File: src/design/rv_decode_cfg.svh
`ifndef RV_DECODE_CFG_SVH
`define RV_DECODE_CFG_SVH

// datapath width and integer register count.
`define RV_XLEN  32
`define RV_NREGS 32

// machine CSR addresses.
`define RV_CSR_MSTATUS 12'h300
`define RV_CSR_MTVEC   12'h305
`define RV_CSR_MEPC    12'h341
`define RV_CSR_MCAUSE  12'h342

// exception code for an environment call from machine mode.
`define RV_CAUSE_ECALL_M 32'd11

`endif

File: src/design/rv_decode_pkg.sv
package rv_decode_pkg;

    // major opcodes, bits 6:0 of the instruction word.
    typedef enum logic [6:0] {
        OP_NONE   = 7'b0000000, // the all-zero word is the pipeline bubble.
        OP_LUI    = 7'b0110111,
        OP_AUIPC  = 7'b0010111,
        OP_JAL    = 7'b1101111,
        OP_JALR   = 7'b1100111,
        OP_BRANCH = 7'b1100011,
        OP_LOAD   = 7'b0000011,
        OP_STORE  = 7'b0100011,
        OP_IMM    = 7'b0010011,
        OP_REG    = 7'b0110011,
        OP_SYSTEM = 7'b1110011
    } opcode_e;

    typedef enum logic [3:0] {
        ALU_ADD,
        ALU_SUB,
        ALU_SLL,
        ALU_SLT,
        ALU_SLTU,
        ALU_XOR,
        ALU_SRL,
        ALU_SRA,
        ALU_OR,
        ALU_AND,
        ALU_EQ
    } alu_op_e;

    typedef enum logic [2:0] {
        IMM_I,
        IMM_S,
        IMM_B,
        IMM_U,
        IMM_J,
        IMM_SHAMT,
        IMM_NONE
    } imm_kind_e;

    typedef enum logic [1:0] {SRC_A_REG, SRC_A_PC, SRC_A_ZERO} src_a_e;

    // the two CSR sources select how execute merges rs1 into the old CSR value.
    typedef enum logic [1:0] {SRC_B_IMM, SRC_B_REG, SRC_B_CSR_SET, SRC_B_CSR_WRITE} src_b_e;

endpackage

File: src/design/inst_decoder.sv
`timescale 1ns/1ps
`include "rv_decode_cfg.svh"

module inst_decoder (
    input  logic [31:0]            inst,
    output rv_decode_pkg::alu_op_e   alu_op,
    output rv_decode_pkg::imm_kind_e imm_kind,
    output rv_decode_pkg::src_a_e    src_a,
    output rv_decode_pkg::src_b_e    src_b,
    output logic [4:0]             rd,
    output logic [4:0]             rs1,
    output logic [4:0]             rs2,
    output logic [2:0]             funct3,
    output logic                   reg_wen,
    output logic                   mem_wen,
    output logic                   mem_ren,
    output logic                   branch,
    output logic                   branch_invert,
    output logic                   jump,
    output logic                   ecall,
    output logic                   mret,
    output logic [3:0]             csr_wen_req,
    output logic [11:0]            csr_addr
);
    import rv_decode_pkg::*;

    opcode_e opcode;

    // shared by OP-IMM and OP; only the register form has a subtract.
    function automatic alu_op_e arith_op(input logic [2:0] f3, input logic alt,
                                         input logic is_reg);
        alu_op_e op;
        case (f3)
            3'b000:  op = (alt && is_reg) ? ALU_SUB : ALU_ADD;
            3'b001:  op = ALU_SLL;
            3'b010:  op = ALU_SLT;
            3'b011:  op = ALU_SLTU;
            3'b100:  op = ALU_XOR;
            3'b101:  op = alt ? ALU_SRA : ALU_SRL;
            3'b110:  op = ALU_OR;
            default: op = ALU_AND;
        endcase
        return op;
    endfunction

    assign opcode   = opcode_e'(inst[6:0]);
    assign rd       = inst[11:7];
    assign funct3   = inst[14:12];
    assign rs1      = inst[19:15];
    assign rs2      = inst[24:20];
    assign csr_addr = inst[31:20];

    assign ecall = (inst == 32'h0000_0073);
    assign mret  = (inst == 32'h3020_0073);

    always_comb begin
        // the defaults describe a bubble whose result is zero.
        alu_op        = ALU_ADD;
        imm_kind      = IMM_NONE;
        src_a         = SRC_A_ZERO;
        src_b         = SRC_B_IMM;
        reg_wen       = 1'b0;
        mem_wen       = 1'b0;
        mem_ren       = 1'b0;
        branch        = 1'b0;
        branch_invert = 1'b0;
        jump          = 1'b0;
        case (opcode)
            OP_LUI: begin
                imm_kind = IMM_U;
                reg_wen  = 1'b1;
            end
            OP_AUIPC: begin
                imm_kind = IMM_U;
                src_a    = SRC_A_PC;
                reg_wen  = 1'b1;
            end
            OP_JAL: begin
                imm_kind = IMM_J;
                src_a    = SRC_A_PC;
                jump     = 1'b1;
                reg_wen  = 1'b1;
            end
            OP_JALR: begin
                imm_kind = IMM_I;
                src_a    = SRC_A_REG;
                jump     = 1'b1;
                reg_wen  = 1'b1;
            end
            OP_BRANCH: begin
                imm_kind = IMM_B;
                src_a    = SRC_A_REG;
                src_b    = SRC_B_REG;
                branch   = 1'b1;
                case (funct3[2:1])
                    2'b00:   alu_op = ALU_EQ;
                    2'b10:   alu_op = ALU_SLT;
                    2'b11:   alu_op = ALU_SLTU;
                    default: alu_op = ALU_ADD;
                endcase
                // bne, bge and bgeu take the opposite of the compare result.
                branch_invert = (funct3 == 3'b001) || (funct3 == 3'b101) || (funct3 == 3'b111);
            end
            OP_LOAD: begin
                imm_kind = IMM_I;
                src_a    = SRC_A_REG;
                mem_ren  = 1'b1;
                reg_wen  = 1'b1;
            end
            OP_STORE: begin
                imm_kind = IMM_S;
                src_a    = SRC_A_REG;
                mem_wen  = 1'b1;
            end
            OP_IMM: begin
                imm_kind = (funct3[1:0] == 2'b01) ? IMM_SHAMT : IMM_I; // slli and srli/srai.
                src_a    = SRC_A_REG;
                alu_op   = arith_op(funct3, inst[30], 1'b0);
                reg_wen  = 1'b1;
            end
            OP_REG: begin
                src_a   = SRC_A_REG;
                src_b   = SRC_B_REG;
                alu_op  = arith_op(funct3, inst[30], 1'b1);
                reg_wen = 1'b1;
            end
            OP_SYSTEM: begin
                imm_kind = IMM_I;
                src_a    = SRC_A_REG;
                reg_wen  = 1'b1;
                if (funct3 == 3'b001) begin
                    src_b = SRC_B_CSR_WRITE;
                end else if (funct3 == 3'b010) begin
                    src_b  = SRC_B_CSR_SET;
                    alu_op = ALU_OR; // csrrs ors rs1 into the old value.
                end
            end
            default: ;
        endcase
        assert (!(mem_wen && mem_ren))
            else $error("decoder raised both mem_wen and mem_ren");
    end

    // one write request bit per CSR, in writeback order mepc, mcause, mstatus, mtvec.
    always_comb begin
        csr_wen_req = 4'b0000;
        if (opcode == OP_SYSTEM && (funct3 == 3'b001 || funct3 == 3'b010)) begin
            case (csr_addr)
                `RV_CSR_MEPC:    csr_wen_req[0] = 1'b1;
                `RV_CSR_MCAUSE:  csr_wen_req[1] = 1'b1;
                `RV_CSR_MSTATUS: csr_wen_req[2] = 1'b1;
                `RV_CSR_MTVEC:   csr_wen_req[3] = 1'b1;
                default: ;
            endcase
        end
    end

endmodule

File: src/design/imm_gen.sv
`timescale 1ns/1ps
`include "rv_decode_cfg.svh"

module imm_gen (
    input  logic [31:0]              inst,
    input  rv_decode_pkg::imm_kind_e imm_kind,
    output logic [`RV_XLEN-1:0]      imm
);
    import rv_decode_pkg::*;

    always_comb begin
        case (imm_kind)
            IMM_I: imm = {{20{inst[31]}}, inst[31:20]};
            IMM_S: imm = {{20{inst[31]}}, inst[31:25], inst[11:7]};
            IMM_B: begin
                // branch offsets are in halfwords, so bit 0 is always clear.
                imm = {{19{inst[31]}}, inst[31], inst[7], inst[30:25], inst[11:8], 1'b0};
            end
            IMM_U: imm = {inst[31:12], 12'b0};
            IMM_J: begin
                imm = {{11{inst[31]}}, inst[31], inst[19:12], inst[20], inst[30:21], 1'b0};
            end
            IMM_SHAMT: imm = {27'b0, inst[24:20]}; // shift amount is unsigned.
            default:   imm = '0;
        endcase
    end

endmodule

File: src/design/reg_file.sv
`timescale 1ns/1ps
`include "rv_decode_cfg.svh"

module reg_file (
    input  logic                clk,
    input  logic                rst_n,
    input  logic [4:0]          rs1,
    input  logic [4:0]          rs2,
    input  logic [4:0]          wb_rd,
    input  logic [`RV_XLEN-1:0] wb_value,
    input  logic                wb_reg_wen,
    output logic [`RV_XLEN-1:0] rs1_value,
    output logic [`RV_XLEN-1:0] rs2_value,
    output logic [`RV_XLEN-1:0] a0_value
);

    logic [`RV_XLEN-1:0] regs [`RV_NREGS];

    always_ff @(posedge clk) begin
        if (!rst_n) begin
            for (int i = 0; i < `RV_NREGS; i++) begin
                regs[i] <= '0;
            end
        end else if (wb_reg_wen && wb_rd != 5'd0) begin
            regs[wb_rd] <= wb_value; // x0 is never written, so it stays zero.
        end
    end

    // no bypass here. A write shows up on the read ports one cycle later.
    assign rs1_value = regs[rs1];
    assign rs2_value = regs[rs2];
    assign a0_value  = regs[10];

    x0_reads_zero: assert property (
        @(posedge clk) disable iff (!rst_n)
        (rs1 != 5'd0 || rs1_value == '0) && (rs2 != 5'd0 || rs2_value == '0)
    ) else $error("x0 read back a nonzero value");

endmodule

File: src/design/csr_file.sv
`timescale 1ns/1ps
`include "rv_decode_cfg.svh"

module csr_file (
    input  logic                clk,
    input  logic                rst_n,
    input  logic [11:0]         csr_addr,
    input  logic                ecall,
    input  logic [`RV_XLEN-1:0] pc,
    input  logic [`RV_XLEN-1:0] wb_csr_value,
    input  logic [3:0]          wb_csr_wen,
    output logic [`RV_XLEN-1:0] csr_value,
    output logic [`RV_XLEN-1:0] mepc,
    output logic [`RV_XLEN-1:0] mtvec
);

    logic [`RV_XLEN-1:0] mstatus;
    logic [`RV_XLEN-1:0] mcause;

    always_ff @(posedge clk) begin
        if (!rst_n) begin
            mstatus <= '0;
            mtvec   <= '0;
            mepc    <= '0;
            mcause  <= '0;
        end else begin
            // a trap in decode overrides a writeback write to the same CSR.
            if (ecall) begin
                mepc   <= pc;
                mcause <= `RV_CAUSE_ECALL_M;
            end else begin
                if (wb_csr_wen[0]) mepc   <= wb_csr_value;
                if (wb_csr_wen[1]) mcause <= wb_csr_value;
            end
            if (wb_csr_wen[2]) mstatus <= wb_csr_value;
            if (wb_csr_wen[3]) mtvec   <= wb_csr_value;
        end
    end

    always_comb begin
        case (csr_addr)
            `RV_CSR_MSTATUS: csr_value = mstatus;
            `RV_CSR_MTVEC:   csr_value = mtvec;
            `RV_CSR_MEPC:    csr_value = mepc;
            `RV_CSR_MCAUSE:  csr_value = mcause;
            default:         csr_value = '0; // unimplemented CSRs read as zero.
        endcase
    end

    ecall_sets_mcause: assert property (
        @(posedge clk) disable iff (!rst_n)
        ecall |=> (mcause == `RV_CAUSE_ECALL_M)
    ) else $error("mcause not set to the ecall code after a trap");

endmodule

File: src/design/id_stage.sv
`timescale 1ns/1ps

module id_stage (
    input  logic                      clk,
    input  logic                      rst_n,
    input  logic [31:0]               inst,
    input  logic [31:0]               pc,
    input  logic                      stall,
    input  logic                      flush,
    input  logic [4:0]                wb_rd,
    input  logic [31:0]               wb_value,
    input  logic                      wb_reg_wen,
    input  logic [31:0]               wb_csr_value,
    input  logic [3:0]                wb_csr_wen,
    output logic [31:0]               pc_out,
    output logic [31:0]               inst_out,
    output logic [31:0]               imm,
    output logic [31:0]               rs1_value,
    output logic [31:0]               rs2_value,
    output logic [31:0]               a0_value,
    output logic [31:0]               csr_value,
    output logic [31:0]               mepc,
    output logic [31:0]               mtvec,
    output rv_decode_pkg::alu_op_e    alu_op,
    output rv_decode_pkg::imm_kind_e  imm_kind,
    output rv_decode_pkg::src_a_e     src_a,
    output rv_decode_pkg::src_b_e     src_b,
    output logic [4:0]                rd,
    output logic [4:0]                rs1,
    output logic [4:0]                rs2,
    output logic [2:0]                funct3,
    output logic                      reg_wen,
    output logic                      mem_wen,
    output logic                      mem_ren,
    output logic                      branch,
    output logic                      branch_invert,
    output logic                      jump,
    output logic                      ecall,
    output logic                      mret,
    output logic [3:0]                csr_wen_req
);

    logic [31:0] inst_q;
    logic [31:0] pc_q;
    logic [11:0] csr_addr;

    // flush wins over stall and turns the slot into a bubble.
    always_ff @(posedge clk) begin
        if (!rst_n || flush) begin
            inst_q <= '0;
            pc_q   <= '0;
        end else if (!stall) begin
            inst_q <= inst;
            pc_q   <= pc;
        end
    end

    assign inst_out = inst_q;
    assign pc_out   = pc_q;

    inst_decoder inst_decoder_inst (
        .inst          (inst_q),
        .alu_op        (alu_op),
        .imm_kind      (imm_kind),
        .src_a         (src_a),
        .src_b         (src_b),
        .rd            (rd),
        .rs1           (rs1),
        .rs2           (rs2),
        .funct3        (funct3),
        .reg_wen       (reg_wen),
        .mem_wen       (mem_wen),
        .mem_ren       (mem_ren),
        .branch        (branch),
        .branch_invert (branch_invert),
        .jump          (jump),
        .ecall         (ecall),
        .mret          (mret),
        .csr_wen_req   (csr_wen_req),
        .csr_addr      (csr_addr)
    );

    imm_gen imm_gen_inst (
        .inst     (inst_q),
        .imm_kind (imm_kind),
        .imm      (imm)
    );

    reg_file reg_file_inst (
        .clk        (clk),
        .rst_n      (rst_n),
        .rs1        (rs1),
        .rs2        (rs2),
        .wb_rd      (wb_rd),
        .wb_value   (wb_value),
        .wb_reg_wen (wb_reg_wen),
        .rs1_value  (rs1_value),
        .rs2_value  (rs2_value),
        .a0_value   (a0_value)
    );

    csr_file csr_file_inst (
        .clk          (clk),
        .rst_n        (rst_n),
        .csr_addr     (csr_addr),
        .ecall        (ecall),
        .pc           (pc_q),
        .wb_csr_value (wb_csr_value),
        .wb_csr_wen   (wb_csr_wen),
        .csr_value    (csr_value),
        .mepc         (mepc),
        .mtvec        (mtvec)
    );

    flush_gives_bubble: assert property (
        @(posedge clk) disable iff (!rst_n)
        flush |=> (inst_out == '0)
    ) else $error("latched instruction not cleared after flush");

endmodule

File: config.mk
export PLATFORM = sky130hd
export DESIGN_NAME = id_stage
export DESIGN_NICKNAME = d
export VERILOG_FILES = /design/src/design/rv_decode_pkg.sv /design/src/design/inst_decoder.sv /design/src/design/imm_gen.sv /design/src/design/reg_file.sv /design/src/design/csr_file.sv /design/src/design/id_stage.sv
export VERILOG_INCLUDE_DIRS = /design/src /design/src/design
export SDC_FILE = /design/constraint.sdc
export NUM_CORES = 2
export LEC_CHECK = 0
export BUFFER_PORTS_ARGS = -buffer_cell sky130_fd_sc_hd__buf_4
export CORE_MARGIN = 10
export CORE_UTILIZATION = 40
export DETAILED_ROUTE_END_ITERATION = 7
export PLACE_DENSITY = 0.54
export SYNTH_ARGS = -nofsm -noshare
export SYNTH_HDL_FRONTEND = slang
export SYNTH_SLANG_ARGS = --single-unit
File: constraint.sdc
create_clock -name clk -period 5.72 [get_ports clk]
set_clock_uncertainty 0.05 [all_clocks]
set_input_delay 0.286 -clock clk [delete_from_list [all_inputs] [get_ports clk]]
set_output_delay 0.286 -clock clk [all_outputs]
set_load 0.03 [all_outputs]
==> flow_metrics.py <==
metrics = {
    "run_status": {
        "outcome": "completed",
    },
    "synthesis": {
        "synthDistinctLibCells": 57,
        "syn_inst": 5030,
        "ys.flop_type": "edfxtp_1",
        "synth_seq_cells": 1226,
        "synth_seq_area_share_pct": 54.4,
        "synthArstFlopShare_pct": 0,
        "ys_warn_count": 0,
        "synth_area_per_cell_um2": 12.7,
        "synth_edf_count": 1024,
        "synth_area_mm2": 0.0640,
    },
    "placement": {
        "globalplace.congestion": 0.867,
        "port_buffers": 470,
        "dp_hpwl_um": 156000,
        "dp.cells": 7205,
    },
    "clock_network": {
        "root_buffer": "clkbuf_16",
        "clock_latency_ps": 790,
        "cts_sinks": 1226,
        "cts_tree": "yes",
        "cts.clk_slew.worst_paths_ps": 60,
        "cts.path.max_buffers": 3,
        "cts_made_buffers": 143,
        "htree_num_levels": 4,
    },
    "setup_path": {
        "cp_slowest_stage_delay_ps": 740,
        "crit_family": "buffers and inverters",
        "arrival_ps": 4140,
        "critPathMaxFanout": 36,
        "cp_cell_sequence": "buf_4 > mux4_2 > a22o_1 > or4_1 > buf_4",
        "crit_type": "register to output port",
        "startpoint_type": "register",
        "crit_buf_inv": 2,
        "cp-end-kind": "output port",
        "crit_required_ps": 5380,
        "crit_top_cell": "buf_4",
        "crit_slowest_cell": "buf_4",
    },
    "floorplan": {
        "die_w_um": 420,
        "fp.dieH_um": 420,
        "ios": 471,
        "die_area_mm2": 0.176,
        "rows": 146,
        "start_util_pct": 40.3,
        "design.core.area_mm2": 0.159,
    },
    "sta": {
        "max_freq_mhz": 223,
        "worst-slew-pin-transition_ps": 1230,
        "rsz0062_at_grt": "no",
        "period_minus_slack_ps": 4480,
        "setup_viol": 0,
        "hold_viol_final": 0,
        "fin_setup_tns_ps": 0,
        "period_share_pct": 78.3,
        "slew-limit-headroom_pct": 17.8,
        "maxSlewViolCount": 0,
    },
    "finish": {
        "finalNonFillerCells": 7628,
        "layout_commonest_cell": "edfxtp_1",
        "final_nets": 5574,
        "areaGrowthSynthToFinish_pct": 18.8,
        "drive_gt1_share_pct": 27.6,
        "final_cell_mix": "1024 x edfxtp_1, 997 x and2_1, 584 x buf_4, 388 x mux2_2, 256 x mux4_2",
    },
    "routing": {
        "viasPerCell": 6.01,
        "drt_iter0_drc": 4607,
        "dr_wl_met3_um": 18800,
        "highest_layer": "met4",
        "drc_errors": 0,
        "drt_wl_total_um": 254000,
        "wl_met2_um": 122000,
        "firstDrtPassIters": 8,
        "met1_length_um": 102000,
        "wl_per_cell_um": 33.3,
        "final_antenna_net_count": 0,
        "vias": 45900,
    },
    "global_routing": {
        "gr-usage-all-layers_pct": 28.1,
        "grt_max_degree": 107,
        "antenna_found_initial": 13,
        "grt_pass1_wl_um": 355000,
        "grt_overflow": 0,
        "first_global_vias": 45700,
    },
    "pwr": {
        "vdd_drop_max_mv": 0.307,
        "p_per_area_mw_per_mm2": 291,
        "leakage_uw": 0.0266,
    },
    "flow_run": {
        "cap_violations": 0,
    },
    "worst_hold_path": {
        "hold_class": "input pin to register",
    },
}
-- where the power goes --
part	internal, µW	leakage (µW)	total (µW)	switching, µW
sequential	10200	0.0114	10500	312
clock	5220	0.00221	9080	3860
combinational	1010	0.0130	2570	1560
-- path summary, 6_finish.rpt --
check,startpoint,to,slack (ps),cells after the start
max,register,rs2_value[0],1240,5
min,wb_csr_wen[2],csr_file_inst.mstatus[31]$_SDFFE_PN0P_,60,3
max reg2reg,inst_out[6]$_SDFFE_PP0N_,csr_file_inst.mepc[25]$_SDFFE_PN0P_,3080,5
min reg2reg,pc_out[19]$_SDFFE_PP0N_,csr_file_inst.mepc[19]$_SDFFE_PN0P_,430,2
-- registers in the layout, indices dropped and copies added, names as in the netlist, named ones only --
signal / count
reg_file_inst.regs: 1024
csr_file_inst.mcause: 32
csr_file_inst.mepc: 32
csr_file_inst.mstatus: 32
csr_file_inst.mtvec: 32
inst_out: 32
pc_out: 32
-- routing by layer --
metal	vias to the layer above	global-route usage (%)
met5	-	0
met1	23700	36.6
li1	19600	-
met4	0	11.5
met3	450	4.80
met2	2160	46.3
-- tightest hold or removal path, delay by kind of cell --
family / cells / cell delay [ps]
buf+inv: 1 / 300
mux: 1 / 190
simple gates: 1 / 70
-- timing repair --
item / CTS / global route
buffers inserted: 0 / 0
hold endpoints to repair: 1108 / 0
hold buffers: 154 / 0
resized for setup: 0 / 0
-- final cells by class --
class	count	area, µm²
fill	13900	82700
sequential	1226	34800
multi-input combinational	3305	27800
timing repair buffer	752	6200
clock buffer	194	3960
tap	2072	2590
clock inverter	62	586
antenna	13	32.5
inverter	4	17.5
-- per-stage QoR --
step,total power [µW],area [µm²],setup WS (ps),hold WS [ps],util (%)
floorplan,12000,64100,1830,380,-
global placement,13100,69900,2010,419,44.0
detailed placement,13100,69900,1930,427,44.0
CTS,22200,76000,1140,20.4,47.9
global route,22700,76000,1040,47.8,47.9
finish,22100,76000,1240,58.9,47.9
-- Yosys cell counts, types with 64 or more instances --
cell type	count	area [µm²]
edfxtp_1	1024	30700
and2_1	997	6240
clkbuf_1	418	1570
mux2_2	388	4370
mux4_2	256	5770
o21ai_0	206	1030
dfxtp_1	202	4040
nor2_1	198	743
mux2i_1	189	1890
nor3_1	139	696
a211oi_1	136	1020
nor2b_1	134	838
a22o_1	132	1160
o22ai_1	129	807
nand2_1	65	244
a22oi_1	64	480
or4_1	64	480
-- cells by family (layout without fill, tap and decap cells) --
logic type	Yosys count	after routing	share of synthesized area [%]
buffers and inverters	530	1012	3.44
AND/OR/NAND/NOR	1701	1701	15.5
flip-flops	1226	1226	54.4
multiplexers	833	833	18.8
AO/OA/AOI/OAI	738	738	7.81
other	1	45	0.00586
XOR/XNOR	1	1	0.0137
Power figures use the tool's default switching activity.
